`config.mk`:
```
export PLATFORM = sky130hd
export DESIGN_NAME = st_mem_subsys
export DESIGN_NICKNAME = d
export VERILOG_FILES = /design/src/hdl/st_mem_pkg.sv /design/src/hdl/rom_download.sv /design/src/hdl/download_fifo.sv /design/src/hdl/sdram_port_mux.sv /design/src/hdl/st_mem_subsys.sv
export SDC_FILE = /design/constraint.sdc
export NUM_CORES = 1
export LEC_CHECK = 0
export ABC_AREA = 1
export BUFFER_PORTS_ARGS = -buffer_cell sky130_fd_sc_hd__buf_2
export CAP_MARGIN = 10
export CORE_UTILIZATION = 45
export DETAILED_ROUTE_END_ITERATION = 10
export PLACE_DENSITY = 0.72
export SETUP_SLACK_MARGIN = 0.4
export SYNTH_ARGS = -nofsm -noshare
export SYNTH_HDL_FRONTEND = slang
export SYNTH_SLANG_ARGS = --single-unit
```
`constraint.sdc`:
```
create_clock -name clk_32 -period 2.97 [get_ports clk_32]
set_input_delay 0.297 -clock clk_32 [delete_from_list [all_inputs] [get_ports clk_32]]
set_output_delay 0.297 -clock clk_32 [all_outputs]
set_load 0.01 [all_outputs]
```
`src/hdl/st_mem_pkg.sv`:
```
`default_nettype none

package st_mem_pkg;

	// one 16 bit word on the memory bus
	typedef logic [15:0] word_t;
	// word address, byte address bits 23 to 1
	typedef logic [23:1] waddr_t;
	// ram size selection code
	typedef logic [2:0] mem_cfg_t;
	// bus slot number within the four slot cycle
	typedef logic [1:0] slot_t;

	// download queue depth, also the credits held at reset
	localparam int DL_DEPTH = 4;
	// credit counter has to hold 0 up to DL_DEPTH
	localparam int CREDIT_W = 3;
	// queue pointer width
	localparam int PTR_W = $clog2(DL_DEPTH);

	// ram size codes, any other code enables no ram
	localparam mem_cfg_t MEM_512K = 3'd0;
	localparam mem_cfg_t MEM_1M = 3'd1;
	localparam mem_cfg_t MEM_2M = 3'd2;
	localparam mem_cfg_t MEM_4M = 3'd3;
	localparam mem_cfg_t MEM_8M = 3'd4;
	localparam mem_cfg_t MEM_14M = 3'd5;

	// one rom or cartridge word from the io controller
	typedef struct packed {
		waddr_t addr;
		word_t data;
	} dl_word_t;

	// request towards the sdram controller
	typedef struct packed {
		logic req;
		logic we;
		logic uds;
		logic lds;
		waddr_t addr;
		word_t data;
	} mem_req_t;

	// chipset request, req is the ras falling pulse
	typedef struct packed {
		logic req;
		logic we;
		logic uds;
		logic lds;
		waddr_t addr;
		word_t data;
	} chip_req_t;

endpackage

`default_nettype wire

```
`src/hdl/rom_download.sv`:
```
`timescale 1ns/1ps
`default_nettype none

module rom_download (
	input  logic                 clk_32,
	input  logic                 xsint,
	input  logic                 dl_strobe_i,
	input  st_mem_pkg::waddr_t   dl_addr_i,
	input  st_mem_pkg::word_t    dl_data_i,
	input  logic                 download_i,
	input  logic                 credit_i,
	output logic                 push_o,
	output st_mem_pkg::dl_word_t push_word_o,
	output logic                 tos192k_o
);
	import st_mem_pkg::*;

	// idle, or one word parked until a credit comes back
	typedef enum logic {
		DL_IDLE,
		DL_HOLD
	} dl_state_t;

	dl_state_t state_q;
	logic strobe_q;
	logic [CREDIT_W-1:0] credits_q;
	logic toggle;
	logic capture;
	logic issue;

	// every level change of the strobe carries a new word
	assign toggle = dl_strobe_i ^ strobe_q;
	// toggles seen while a word is parked are dropped
	assign capture = toggle && (state_q == DL_IDLE);
	// push needs a credit, parked word goes first
	assign issue = (credits_q != '0) && ((state_q == DL_HOLD) || toggle);

	always_ff @(posedge clk_32 or negedge xsint) begin
		if (!xsint) begin
			strobe_q <= 1'b0;
			state_q <= DL_IDLE;
			push_o <= 1'b0;
			credits_q <= CREDIT_W'(DL_DEPTH);
		end else begin
			strobe_q <= dl_strobe_i;
			// push is seen by the queue on the next edge
			push_o <= issue;
			// one credit spent per push, one returned per pop
			credits_q <= credits_q + CREDIT_W'(credit_i) - CREDIT_W'(issue);
			if (issue) begin
				state_q <= DL_IDLE;
			end else if (capture) begin
				// no credit left, park the word
				state_q <= DL_HOLD;
			end
		end
	end

	// output word doubles as the holding register
	always_ff @(posedge clk_32) begin
		if (capture) begin
			push_word_o.addr <= dl_addr_i;
			push_word_o.data <= dl_data_i;
		end
	end

	// 192k tos lives at $fc0000, the 256k ones at $e00000
	always_ff @(posedge clk_32 or negedge xsint) begin
		if (!xsint) begin
			tos192k_o <= 1'b0;
		end else if (download_i) begin
			if (dl_addr_i[23:18] == 6'b111111) begin
				tos192k_o <= 1'b1;
			end else if (dl_addr_i[23:20] == 4'he) begin
				tos192k_o <= 1'b0;
			end
		end
	end

endmodule

`default_nettype wire

```
`src/hdl/download_fifo.sv`:
```
`timescale 1ns/1ps
`default_nettype none

module download_fifo (
	input  logic                 clk_32,
	input  logic                 xsint,
	input  logic                 push_i,
	input  st_mem_pkg::dl_word_t push_word_i,
	input  logic                 pop_i,
	output st_mem_pkg::dl_word_t head_o,
	output logic                 empty_o,
	output logic                 credit_o
);
	import st_mem_pkg::*;

	// entry storage
	dl_word_t mem_q [DL_DEPTH];
	logic [PTR_W-1:0] wr_ptr_q;
	logic [PTR_W-1:0] rd_ptr_q;
	// occupancy, 0 up to DL_DEPTH
	logic [PTR_W:0] count_q;
	logic do_pop;

	assign empty_o = (count_q == '0);
	// ignore a pop on an empty queue
	assign do_pop = pop_i && !empty_o;
	// head shows the oldest entry
	assign head_o = mem_q[rd_ptr_q];
	// freed entry goes straight back to the producer
	assign credit_o = do_pop;

	// no full check, producer credits keep it from overflowing
	always_ff @(posedge clk_32) begin
		if (push_i) begin
			mem_q[wr_ptr_q] <= push_word_i;
		end
	end

	always_ff @(posedge clk_32 or negedge xsint) begin
		if (!xsint) begin
			wr_ptr_q <= '0;
			rd_ptr_q <= '0;
			count_q <= '0;
		end else begin
			// circular pointers wrap after the last entry
			if (push_i) begin
				wr_ptr_q <= (wr_ptr_q == PTR_W'(DL_DEPTH - 1)) ? '0 : wr_ptr_q + 1'b1;
			end
			if (do_pop) begin
				rd_ptr_q <= (rd_ptr_q == PTR_W'(DL_DEPTH - 1)) ? '0 : rd_ptr_q + 1'b1;
			end
			// push and pop together leave the count alone
			case ({push_i, do_pop})
				2'b10: count_q <= count_q + 1'b1;
				2'b01: count_q <= count_q - 1'b1;
				default: count_q <= count_q;
			endcase
		end
	end

endmodule

`default_nettype wire

```
`src/hdl/sdram_port_mux.sv`:
```
`timescale 1ns/1ps
`default_nettype none

module sdram_port_mux (
	input  logic                  clk_32,
	input  logic                  xsint,
	input  logic                  download_i,
	input  logic                  turbo_i,
	input  st_mem_pkg::mem_cfg_t  mem_cfg_i,
	input  st_mem_pkg::chip_req_t chip_req_i,
	input  logic                  empty_i,
	input  st_mem_pkg::dl_word_t  head_i,
	input  logic                  tos192k_i,
	input  logic                  rom_oe_i,
	input  st_mem_pkg::waddr_t    rom_bus_addr_i,
	output logic                  pop_o,
	output st_mem_pkg::mem_req_t  mem_req_o,
	output st_mem_pkg::waddr_t    rom_addr_o
);
	import st_mem_pkg::*;

	slot_t slot_q;
	logic cpu_slot;
	waddr_t chip_a;
	logic ram_en;
	logic chip_hit;
	mem_req_t sel_d;
	mem_req_t beat_q;
	logic req_q;
	logic rom_win;

	// free running four slot bus cycle
	always_ff @(posedge clk_32 or negedge xsint) begin
		if (!xsint) begin
			slot_q <= '0;
		end else begin
			slot_q <= slot_q + 1'b1;
		end
	end

	// cpu owns slot 1, turbo bus moves it to slot 2
	assign cpu_slot = turbo_i ? (slot_q == 2'd2) : (slot_q == 2'd1);

	// downloads take the cpu slot while words are queued
	assign pop_o = download_i && cpu_slot && !empty_i;

	assign chip_a = chip_req_i.addr;

	// ram size decode on the chipset address
	always_comb begin
		case (mem_cfg_i)
			MEM_512K: ram_en = (chip_a[23:19] == 5'b00000);
			MEM_1M: ram_en = (chip_a[23:20] == 4'b0000);
			MEM_2M: ram_en = (chip_a[23:21] == 3'b000);
			MEM_4M: ram_en = (chip_a[23:22] == 2'b00);
			MEM_8M: ram_en = !chip_a[23];
			// 14M stops below the $e00000 rom area
			MEM_14M: ram_en = (chip_a[23:21] != 3'b111);
			default: ram_en = 1'b0;
		endcase
	end

	// chipset is locked out during a download
	assign chip_hit = !download_i && chip_req_i.req && ram_en;

	// request selection
	always_comb begin
		sel_d = '0;
		if (pop_o) begin
			// download words are full word writes
			sel_d.req = 1'b1;
			sel_d.we = 1'b1;
			sel_d.uds = 1'b1;
			sel_d.lds = 1'b1;
			sel_d.addr = head_i.addr;
			sel_d.data = head_i.data;
		end else if (chip_hit) begin
			sel_d.req = 1'b1;
			sel_d.we = chip_req_i.we;
			sel_d.uds = chip_req_i.uds;
			sel_d.lds = chip_req_i.lds;
			sel_d.addr = chip_req_i.addr;
			sel_d.data = chip_req_i.data;
		end
	end

	always_ff @(posedge clk_32 or negedge xsint) begin
		if (!xsint) begin
			req_q <= 1'b0;
		end else begin
			req_q <= sel_d.req;
		end
	end

	// fields only load with a real request
	always_ff @(posedge clk_32) begin
		if (sel_d.req) begin
			beat_q <= sel_d;
		end
	end

	always_comb begin
		mem_req_o = beat_q;
		mem_req_o.req = req_q;
	end

	// rom window $fc0000 to $feffff
	assign rom_win = rom_oe_i && (rom_bus_addr_i[23:18] == 6'b111111) &&
		(rom_bus_addr_i[23:16] != 8'hff);

	// keep bits 17..1, rebase to $fc0000 or $e00000
	always_comb begin
		rom_addr_o = rom_bus_addr_i;
		if (rom_win) begin
			rom_addr_o[23:18] = tos192k_i ? 6'b111111 : 6'b111000;
		end
	end

endmodule

`default_nettype wire

```
`src/hdl/st_mem_subsys.sv`:
```
`timescale 1ns/1ps
`default_nettype none

module st_mem_subsys (
	input  logic                  clk_32,
	input  logic                  xsint,
	// io controller download
	input  logic                  dl_strobe_i,
	input  st_mem_pkg::waddr_t    dl_addr_i,
	input  st_mem_pkg::word_t     dl_data_i,
	input  logic                  download_i,
	// configuration
	input  st_mem_pkg::mem_cfg_t  mem_cfg_i,
	input  logic                  turbo_i,
	// chipset side
	input  st_mem_pkg::chip_req_t chip_req_i,
	input  logic                  rom_oe_i,
	input  st_mem_pkg::waddr_t    rom_bus_addr_i,
	// sdram side
	output st_mem_pkg::mem_req_t  mem_req_o,
	output st_mem_pkg::waddr_t    rom_addr_o,
	output logic                  tos192k_o
);
	import st_mem_pkg::*;

	// capture to queue
	logic push;
	dl_word_t push_word;
	// queue back to capture
	logic credit;
	// queue to mux
	logic pop;
	dl_word_t head;
	logic empty;

	// strobe capture, credits and tos size flag
	rom_download rom_download0 (
		.clk_32      (clk_32),
		.xsint       (xsint),
		.dl_strobe_i (dl_strobe_i),
		.dl_addr_i   (dl_addr_i),
		.dl_data_i   (dl_data_i),
		.download_i  (download_i),
		.credit_i    (credit),
		.push_o      (push),
		.push_word_o (push_word),
		.tos192k_o   (tos192k_o)
	);

	download_fifo download_fifo0 (
		.clk_32      (clk_32),
		.xsint       (xsint),
		.push_i      (push),
		.push_word_i (push_word),
		.pop_i       (pop),
		.head_o      (head),
		.empty_o     (empty),
		.credit_o    (credit)
	);

	// slot timing, ram decode and rom remap
	sdram_port_mux sdram_port_mux0 (
		.clk_32         (clk_32),
		.xsint          (xsint),
		.download_i     (download_i),
		.turbo_i        (turbo_i),
		.mem_cfg_i      (mem_cfg_i),
		.chip_req_i     (chip_req_i),
		.empty_i        (empty),
		.head_i         (head),
		.tos192k_i      (tos192k_o),
		.rom_oe_i       (rom_oe_i),
		.rom_bus_addr_i (rom_bus_addr_i),
		.pop_o          (pop),
		.mem_req_o      (mem_req_o),
		.rom_addr_o     (rom_addr_o)
	);

endmodule

`default_nettype wire

```
==> results of run 1 <==
[per-stage QoR]
step	utilization, %	worst slack, ps	instance area, um2	power (mW)
after global placement	50.3	917	11000	7.55
final	56.0	792	12200	10.8
after CTS	56.0	802	12200	10.9
after detailed placement	50.3	822	11000	7.66
after floorplan	-	728	10000	6.88
after global routing	56.0	594	12200	11.4
[final timing paths]
path                                      startpoint                            end  slack, ps  cells after the start
max                                      dl_strobe_i     rom_download0.credits_q[1]        790                     12
max reg2reg                   rom_download0.strobe_q     rom_download0.credits_q[1]        850                     10
max in group asynchronous                      xsint     rom_download0.credits_q[2]       2400                      2
min in group asynchronous                      xsint      sdram_port_mux0.slot_q[1]        250                      2
min reg2reg                sdram_port_mux0.slot_q[0]      sdram_port_mux0.slot_q[0]        460                      1
min                                   chip_req_i[29]  sdram_port_mux0.mem_req_o[29]         80                      3
[routing by layer]
metal	part of all wire [%]	global-route usage (%)	vias up	routed length [um]
li1	-	-	3052	-
met1	42	22.7	2943	8320
met2	51	31.8	215	10100
met3	5.8	2.59	37	1160
met4	2.1	5.10	0	413
met5	0	0	-	0
[cells in the final DEF (no fill, tap or decap), types with 2 or more instances in the layout]
cell type      Yosys  routed
fa_1               2       2
nor2_4             1       3
buf_12             0       7
clkbuf_16          0      25
ha_1               8       8
o21ai_0           91      91
nand2_2            1       2
nor3_1             2       2
clkinv_1           0       5
clkinv_2           0       5
dfrtp_2            0       2
buf_2             17     150
edfxtp_1         237     237
nand4_1            2       2
o21ai_1           32      32
xnor2_1            4       4
nor2_1           126     125
xor2_1             2       2
inv_2              2       6
buf_4             24       7
clkbuf_1          13       4
nand3_1           44      44
bufinv_16          0       5
dfrtp_1           16      14
inv_1             25      21
dlygate4sd3_1      0      41
nand2_1          117     116
[registers in the layout, indices dropped and copies added, names as in the netlist]
| signal | flops |
|---|---|
| download_fifo0.mem_q | 156 |
| sdram_port_mux0.mem_req_o | 42 |
| rom_download0.push_word_o | 39 |
| download_fifo0.count_q | 3 |
| rom_download0.credits_q | 3 |
| download_fifo0.rd_ptr_q | 2 |
| download_fifo0.wr_ptr_q | 2 |
| sdram_port_mux0.slot_q | 2 |
| rom_download0.push_o | 1 |
| rom_download0.state_q | 1 |
| rom_download0.strobe_q | 1 |
| rom_download0.tos192k_o | 1 |
| sdram_port_mux0.req_q | 1 |
[worst reg2reg max path, stage by stage, from the launching register on]
cell,delay (ps)
dfrtp_1,380
xnor2_1,320
nand2_1,140
nand2_1,80
inv_1,50
ha_1,260
inv_1,60
ha_1,130
inv_1,60
fa_1,500
inv_1,40
[power breakdown]
| group | total [mW] | switching (mW) | internal (mW) |
|---|---|---|---|
| clock network | 3.22 | 1.25 | 1.97 |
| registers | 5.15 | 0.307 | 4.84 |
| logic | 2.45 | 1.62 | 0.834 |
[area by class of cell]
cell class	count	share of cell area, %
timing repair buffer	205	11.1
clock buffer	29	5.24
multi-input combinational	438	16.6
tap	280	2.87
sequential	254	61.7
clock inverter	16	1.65
inverter	27	0.829
[cells by family (layout without fill, tap and decap cells)]
group                    count (synthesis)  in the layout  share of synthesized area [%]
AND/OR/NAND/NOR                        296            296                           11.9
buffers and inverters                   87            277                           4.74
flip-flops                             254            254                           75.2
adder cells (fa/ha/maj)                 10             10                           1.40
AO/OA/AOI/OAI                          126            126                           6.32
XOR/XNOR                                 6              6                          0.524
[what timing repair did]
action                                  4_1_cts  5_1_grt
endpoints found under the setup margin        0        0
endpoints found under the hold margin        56        0
hold buffers                                 41        0
==> results.toml, run 1 <==
[die]
initial_core_util_pct = 46.0
ioPinCount = 181
dieArea_mm2 = 0.0229
die_h_um = 151
coreArea_mm2 = 0.0218
die_w_um = 151
rows = 54

[outcome]
status = "completed"

[cts]
post_cts_buffers = 0
cts-htree-levels = 1
cts_tree = "yes"
cts-root-buf = "clkbuf_16"
clock-sinks = 254
numCtsBuffers = 25
worstSkewPairLatency_ps = 510
clk_pin_slew_worst_paths_ps = 60
cts.repair.resized = 0
cts.path.max_buffers = 3

[timing]
setup_viol = 0
hold_ws_ps = 77.8
slew_violations = 0
fin_crit_ps = 2180
hold_viol = 0
rsz0062_at_grt = "false"
period_share_pct = 73.3
worstMarginPinSlew_ps = 800
max_freq_ghz = 0.459
fin_setup_tns_ps = 0
skew_ps = 15.1
slew_headroom_pct = 46.7

[job]
cap_violations = 0

[drt]
drt-total-wl_um = 20000
first_iter_violations = 367
viasPerCell = 5.00
drt_pass1_iterations = 5
postRouteAntennaNets = 0
drc = 0
vias = 6247
wl_per_cell_um = 16.0

[logic_synthesis]
synth_top_area_cell = "edfxtp_1"
synth_flop_cell = "edfxtp_1"
syn-num-nets = 903
synth_area_per_cell_um2 = 12.9
syn_inst = 779
yosys.area.top_type_share_pct = 70.9
synth.area.top_cells = "edfxtp_1, nor2_1, o21ai_0"
synth_common_cells = "edfxtp_1, nor2_1, nand2_1, o21ai_0, nand3_1"
yosysMostFrequentCell = "edfxtp_1"
yosysUniqueCellTypes = 29
synth_area_mm2 = 0.0100
yosys_warnings = 0
yosys_register_bits = 254
seq_area_frac_synth_pct = 75.2
synth_edf_count = 237
ys_async_sr_fraction_pct = 6.69

[critical_path]
cpMaxStageDelayCell = "dlygate4sd3_1"
path_class = "input port to register"
worst-path-buf-inv = 6
startpoint_type = "input port"
cp.required_ps = 3370
crit_family = "adder cells"
cpMostUsedCell = "inv_1"
cp-end-kind = "register"
cp.arrival_ps = 2580
max_stage_delay_ps = 530
cp_max_fo = 2
path_cells = "dlygate4sd3_1, buf_2, xnor2_1, nand2_1, nand2_1, inv_1, ha_1, inv_1, ha_1, inv_1, fa_1, inv_1"

[global_routing]
grt_max_degree = 81
grt_pass1_wl_um = 30800
overflow = 0
antenna_found_initial = 0
grt_usage_pct = 17.9
grt_pass1_vias = 6031

[placed_design]
port_buffers = 150
gp_congestion = 0.765
hpwl_um = 12100
placed_cells = 1163

[pwr]
power.density_mw_per_mm2 = 885
vdd_ir_drop_max_mv = 0.428
p_leak_nw = 4.74

[finish]
fillers = 1785
instances_no_fill = 1249
drive_above_1_share_pct = 22.1
diodes = 0
syn_to_final_growth_pct = 21.8
ff_latch_area_mm2 = 0.00755
multi_input_area_mm2 = 0.00203
fin_nets = 1075

[min_path]
min_path_type = "input port to register"
Note: power is estimated with default switching activity, not from simulation.
==> run 2: changes to the inputs <==
Settings changed: PLACE_DENSITY 0.72 to 0.74.
Clock period 2.97 ns to 1.75 ns, I/O delays scaled along.
==> run 2 against run 1 <==
Net effect: the flow now finishes with violations (negative setup slack); sequential share of layout area shrank 6.1 points; largest power group unchanged; die area is the same; first-iteration DRC count grew 16%; worst hold slack lost 59 ps; largest cell class unchanged; total power grew 83%.
==> results.toml, run 2 (synthesis gave the netlist of run 1 again) <==
[outcome]
status = "complete, but fails checks"
violations = "negative setup slack"

[die]
dieArea_mm2 = 0.0229
coreArea_mm2 = 0.0218
rows = 54
initial_core_util_pct = 46.0
die_h_um = 151
ioPinCount = 181
die_w_um = 151

[cts]
clk_pin_slew_worst_paths_ps = 60
worstSkewPairLatency_ps = 510
cts.path.max_buffers = 3
numCtsBuffers = 25
cts_tree = "yes"
cts-root-buf = "clkbuf_16"
cts-htree-levels = 1
clock-sinks = 254

[critical_path]
r2r_start = "sdram_port_mux0.slot_q[0]"
startpoint_type = "register"
r2r_end = "download_fifo0.count_q[2]"
cpMaxStageDelayCell = "dfrtp_1"
cpMostUsedCell = "inv_2"
path_class = "register to register"
cp_max_fo = 3
r2r_cells = 11
cp.required_ps = 2140
reg2reg_slack_ps = -160
worstSetupStartpoint = "sdram_port_mux0.slot_q[0]"
max_stage_delay_ps = 380
cp.arrival_ps = 2310
cp-end-kind = "register"
path_cells = "inv_2, nor2_1, o21ai_2, nor2_4, buf_4, ha_4, inv_2, fa_2, a21oi_1, o21ai_1, xor2_1"
crit_path_end = "download_fifo0.count_q[2]"

[drt]
drt-total-wl_um = 23700
vias = 6747
postRouteAntennaNets = 0
drt_pass1_iterations = 4
drc = 0
first_iter_violations = 427
wl_per_cell_um = 17.8
viasPerCell = 5.06

[pwr]
pwr-share-comb_pct = 30.8
total_power_mw = 19.8
p_sw_share_pct = 31.2
power.density_mw_per_mm2 = 1460
power_switching_mw = 6.18
p_clk_share_pct = 25.4
p_int_mw = 13.6
seqPwrFrac_pct = 43.8
p_leak_nw = 5.31
vdd_ir_drop_max_mv = 0.787

[timing]
worstMarginPinSlew_ps = 439
period_share_pct = 109
max_freq_ghz = 0.523
hold_ws_ps = 19.1
skew_ps = 5.88
fin_setup_tns_ps = -475
hold_viol = 0
layout_setup_ws_ps = -163
slew_headroom_pct = 70.7
slew_violations = 0
setup_viol = 4
fin_crit_ps = 1910
rsz0062_at_grt = "true"

[finish]
fillers = 1610
final_common_cell = "edfxtp_1"
drive_above_1_share_pct = 29.9
diodes = 0
final_cell_mix = "edfxtp_1, buf_2, nor2_1, nand2_1, dlygate4sd3_1"
syn_to_final_growth_pct = 35.1
instances_no_fill = 1333
final_util_pct = 62.1
top_register = "download_fifo0.mem_q"
largest_reg_flops = 156
fin_nets = 1161

[global_routing]
grt_pass1_wl_um = 33700
grt_pass1_vias = 6601
overflow = 0
antenna_found_initial = 0
grt_max_degree = 41
grt_usage_pct = 19.6

[placed_design]
gp_congestion = 0.771
port_buffers = 150
placed_cells = 1189
hpwl_um = 12700

[min_path]
min_path_type = "input port to register"

[job]
cap_violations = 0
## run 2: cell types whose count changed in the layout (fill, tap and decap cells not counted), moves of 6 or more
cell / previous run / this run
buf_12: 7 / 20
buf_4: 7 / 23
buf_6: 0 / 6
clkbuf_16: 25 / 33
dlygate4sd3_1: 41 / 77
ha_1: 8 / 1
ha_4: 0 / 6
inv_1: 21 / 14
nand2_1: 116 / 93
nand2_2: 2 / 15
nand2_4: 0 / 9
o21ai_0: 91 / 59
o21ai_1: 32 / 57
o21ai_2: 0 / 7
## run 2: cell type report
| class | instances | area (um2) | area share (%) |
|---|---|---|---|
| Sequential cell | 254 | 7550 | 55.7 |
| Timing Repair Buffer | 291 | 2500 | 18.5 |
| Multi-Input combinational cell | 438 | 2280 | 16.8 |
| Clock buffer | 25 | 626 | 4.61 |
| Tap cell | 280 | 350 | 2.58 |
| Clock inverter | 18 | 138 | 1.02 |
| Inverter | 27 | 116 | 0.858 |
## run 2: routing by layer
metal	GRT usage [%]	up-vias	part of all wire, %
met2	35.5	225	52
met5	0	-	0
met1	24.4	3259	42
met4	5.50	0	1.5
met3	2.53	30	4.8
li1	-	3233	-
## run 2: how the worst min path moves through the flow
stage          cells after the start                             to  slack [ps]      startpoint
2_1_floorplan                      0      download_fifo0.count_q[0]        -120           xsint
3_3_place_gp                       1        rom_download0.tos192k_o         130           xsint
3_5_place_dp                       1        rom_download0.tos192k_o         130           xsint
4_1_cts                            3   sdram_port_mux0.mem_req_o[7]           1   chip_req_i[7]
5_1_grt                            3  sdram_port_mux0.mem_req_o[37]          20  chip_req_i[37]
6_report                           3  sdram_port_mux0.mem_req_o[37]          20  chip_req_i[37]
## run 2: worst max-delay path, delay by kind of cell, from the launching register on
family          cells  cell delay (ps)
flops               1              380
simple gates        2              250
fa+ha+maj           2              450
compound gates      3              310
buf+inv             3              250
xor+xnor            1              150
## run 2: repair_timing
action / 4_1_cts / 5_1_grt
resized for setup: 19 / 70
hold buffers: 77 / 0
endpoints found under the hold margin: 94 / 0
gates cloned: 3 / 10
buffers inserted: 2 / 9
endpoints found under the setup margin: 271 / 289
pin swaps: 8 / 8
## run 2: per-stage QoR
stage | setup slack [ps] | cell area [um2]
3_3_place_gp | -89.1 | 11400
4_1_cts | -111 | 13100
6_report | -163 | 13600
3_5_place_dp | -129 | 11400
5_1_grt | -220 | 13600
2_1_floorplan | -141 | 10200
## run 2: power groups by stage
stage	Combinational, mW	Sequential (mW)	Clock [mW]
after floorplan	3.15	8.71	0
after CTS	5.33	8.67	5.13
after detailed placement	4.90	8.80	0
after global routing	6.71	8.80	5.35
final	6.11	8.69	5.03
after global placement	4.73	8.73	0
==> run 3: changes to the inputs <==
Settings changed: SETUP_SLACK_MARGIN 0.4 to 0.2, SKIP_LAST_GASP set to 1.
==> run 3 against run 2 <==
Net effect: the flow still finishes with violations (negative setup slack); largest cell class unchanged; critical path type unchanged; worst hold slack better by 5.1 ps; non-clock buffer count is 1 lower; clock skew is 1.7 ps higher; sequential share of layout area hardly changed; cell count is 0.30% higher; clock power is 5.4% higher.
==> results.toml, run 3 (synthesis gave the netlist of run 1 again) <==
[finish]
diodes = 0
final_common_cell = "edfxtp_1"
drive_above_1_share_pct = 29.6
final_area_mm2 = 0.0136
largest_reg_flops = 156
top_register = "download_fifo0.mem_q"
syn_to_final_growth_pct = 35.1
final_cell_mix = "edfxtp_1, buf_2, nor2_1, o21ai_0, nand2_1"
fin_nets = 1161

[cts]
clk_pin_slew_worst_paths_ps = 60
cts.path.max_buffers = 3
worstSkewPairLatency_ps = 510
cts_tree = "yes"
cts-htree-levels = 1
numCtsBuffers = 26
cts-root-buf = "clkbuf_16"
clock-sinks = 254

[timing]
fin_crit_ps = 1930
hold_ws_ps = 24.2
worstMarginPinSlew_ps = 426
layout_setup_ws_ps = -185
skew_ps = 7.54
slew_violations = 0
slew_headroom_pct = 71.6
rsz0062_at_grt = "true"
setup_viol = 25
period_share_pct = 111
max_freq_ghz = 0.517
hold_viol = 0

[die]
die_w_um = 151
die_h_um = 151
dieArea_mm2 = 0.0229
rows = 54
coreArea_mm2 = 0.0218
initial_core_util_pct = 46.0
ioPinCount = 181

[global_routing]
grtUsageMet1_pct = 23.3
grt_max_degree = 49
overflow = 0
grt_pass1_vias = 6652
grt_pass1_wl_um = 34100
grt_usage_pct = 19.7
met2_usage_pct = 36.4
gr-usage-met3_pct = 2.50
top_usage_layer = "met2"
antenna_found_initial = 0

[drt]
drt_pass1_iterations = 4
wl_per_cell_um = 17.3
postRouteAntennaNets = 0
drt-total-wl_um = 23100
drc = 0
vias = 6711
viasPerCell = 5.02
first_iter_violations = 392

[pwr]
vdd_ir_drop_max_mv = 0.770
p_leak_nw = 5.28
seqPwrFrac_pct = 43.8
pwr-share-comb_pct = 29.3
p_int_mw = 13.8
power_switching_mw = 5.98
power.density_mw_per_mm2 = 1460
total_power_mw = 19.7
p_sw_share_pct = 30.3
p_clk_share_pct = 26.8

[min_path]
min_from = "chip_req_i[38]"
hold_end = "sdram_port_mux0.mem_req_o[38]"
min_path_type = "input port to register"
holdPathStages = 3

[critical_path]
cpMaxStageDelayCell = "fa_1"
r2r_cells = 12
path_class = "register to register"
crit_family = "adder cells"
cp.arrival_ps = 2340
path_cells = "inv_2, nand2_1, nand2_1, o21ai_2, nor2_4, inv_2, ha_4, inv_4, ha_4, inv_2, fa_1, inv_1"
cp-end-kind = "register"
max_stage_delay_ps = 490
cp.required_ps = 2150
r2r_start = "sdram_port_mux0.slot_q[0]"
worst-path-buf-inv = 5
cpMostUsedCell = "inv_2"
cp_max_fo = 3
r2r_end = "rom_download0.credits_q[1]"
startpoint_type = "register"
worst-path-stages = 12
reg2reg_slack_ps = -180

[placed_design]
hpwl_um = 13000
port_buffers = 150
gp_congestion = 0.754
placedInstanceArea_mm2 = 0.0114
place_ws_ps = -166

[outcome]
status = "complete, but fails checks"
violations = "negative setup slack"

[job]
cap_violations = 0
run 3: cell type report:
class,count,area [um2]
clock buffer,37,723
inverter,27,121
timing repair buffer,290,2460
sequential,254,7550
fill,1606,8270
tap,280,350
multi-input combinational,438,2250
clock inverter,11,104
run 3: power groups by stage:
| stage | clock (mW) | sequential [mW] | combinational (mW) |
|---|---|---|---|
| 3_3_place_gp | 0 | 8.70 | 4.75 |
| 6_report | 5.30 | 8.66 | 5.79 |
| 3_5_place_dp | 0 | 8.77 | 4.94 |
| 5_1_grt | 5.65 | 8.77 | 6.42 |
| 4_1_cts | 5.43 | 8.65 | 5.37 |
| 2_1_floorplan | 0 | 8.71 | 3.15 |
run 3: worst max path at each step:
stage	startpoint	to	slack, ps
6_report	sdram_port_mux0.slot_q[0]	rom_download0.credits_q[1]	-180
5_1_grt	sdram_port_mux0.slot_q[0]	rom_download0.credits_q[1]	-260
4_1_cts	sdram_port_mux0.slot_q[0]	rom_download0.credits_q[1]	-120
3_5_place_dp	sdram_port_mux0.slot_q[0]	rom_download0.credits_q[1]	-170
3_3_place_gp	sdram_port_mux0.slot_q[0]	rom_download0.credits_q[1]	-120
2_1_floorplan	sdram_port_mux0.slot_q[0]	rom_download0.credits_q[1]	-140
run 3: timing repair:
action / in CTS / in global routing
hold buffers: 75 / 0
cloned: 6 / 5
resized for setup: 12 / 47
buffers inserted: 9 / 6
pin swaps: 5 / 7
endpoints found under the hold margin: 92 / 0
setup endpoints to repair: 46 / 75
run 3: routing by layer:
layer | up-vias | routed length, um
met3 | 49 | 1070
met1 | 3234 | 9110
met5 | - | 0
met2 | 200 | 12400
met4 | 0 | 478
li1 | 3228 | -
run 3: stage by stage:
| stage | TNS [ps] | instances | util [%] |
|---|---|---|---|
| 6_report | -605 | 1337 | 62.1 |
| 5_1_grt | -4060 | 1337 | 62.1 |
| 4_1_cts | -480 | 1326 | 60.7 |
| 3_5_place_dp | -340 | 1188 | 52.1 |
| 3_3_place_gp | -202 | 1188 | 52.1 |
| 2_1_floorplan | -2950 | 779 | - |
run 3: worst reg2reg max path, stage by stage, from the launching register on:
cell,delay [ps]
dfrtp_1,390
inv_2,70
nand2_1,50
nand2_1,70
o21ai_2,70
nor2_4,130
inv_2,70
ha_4,220
inv_4,60
ha_4,120
inv_2,40
fa_1,490
inv_1,50
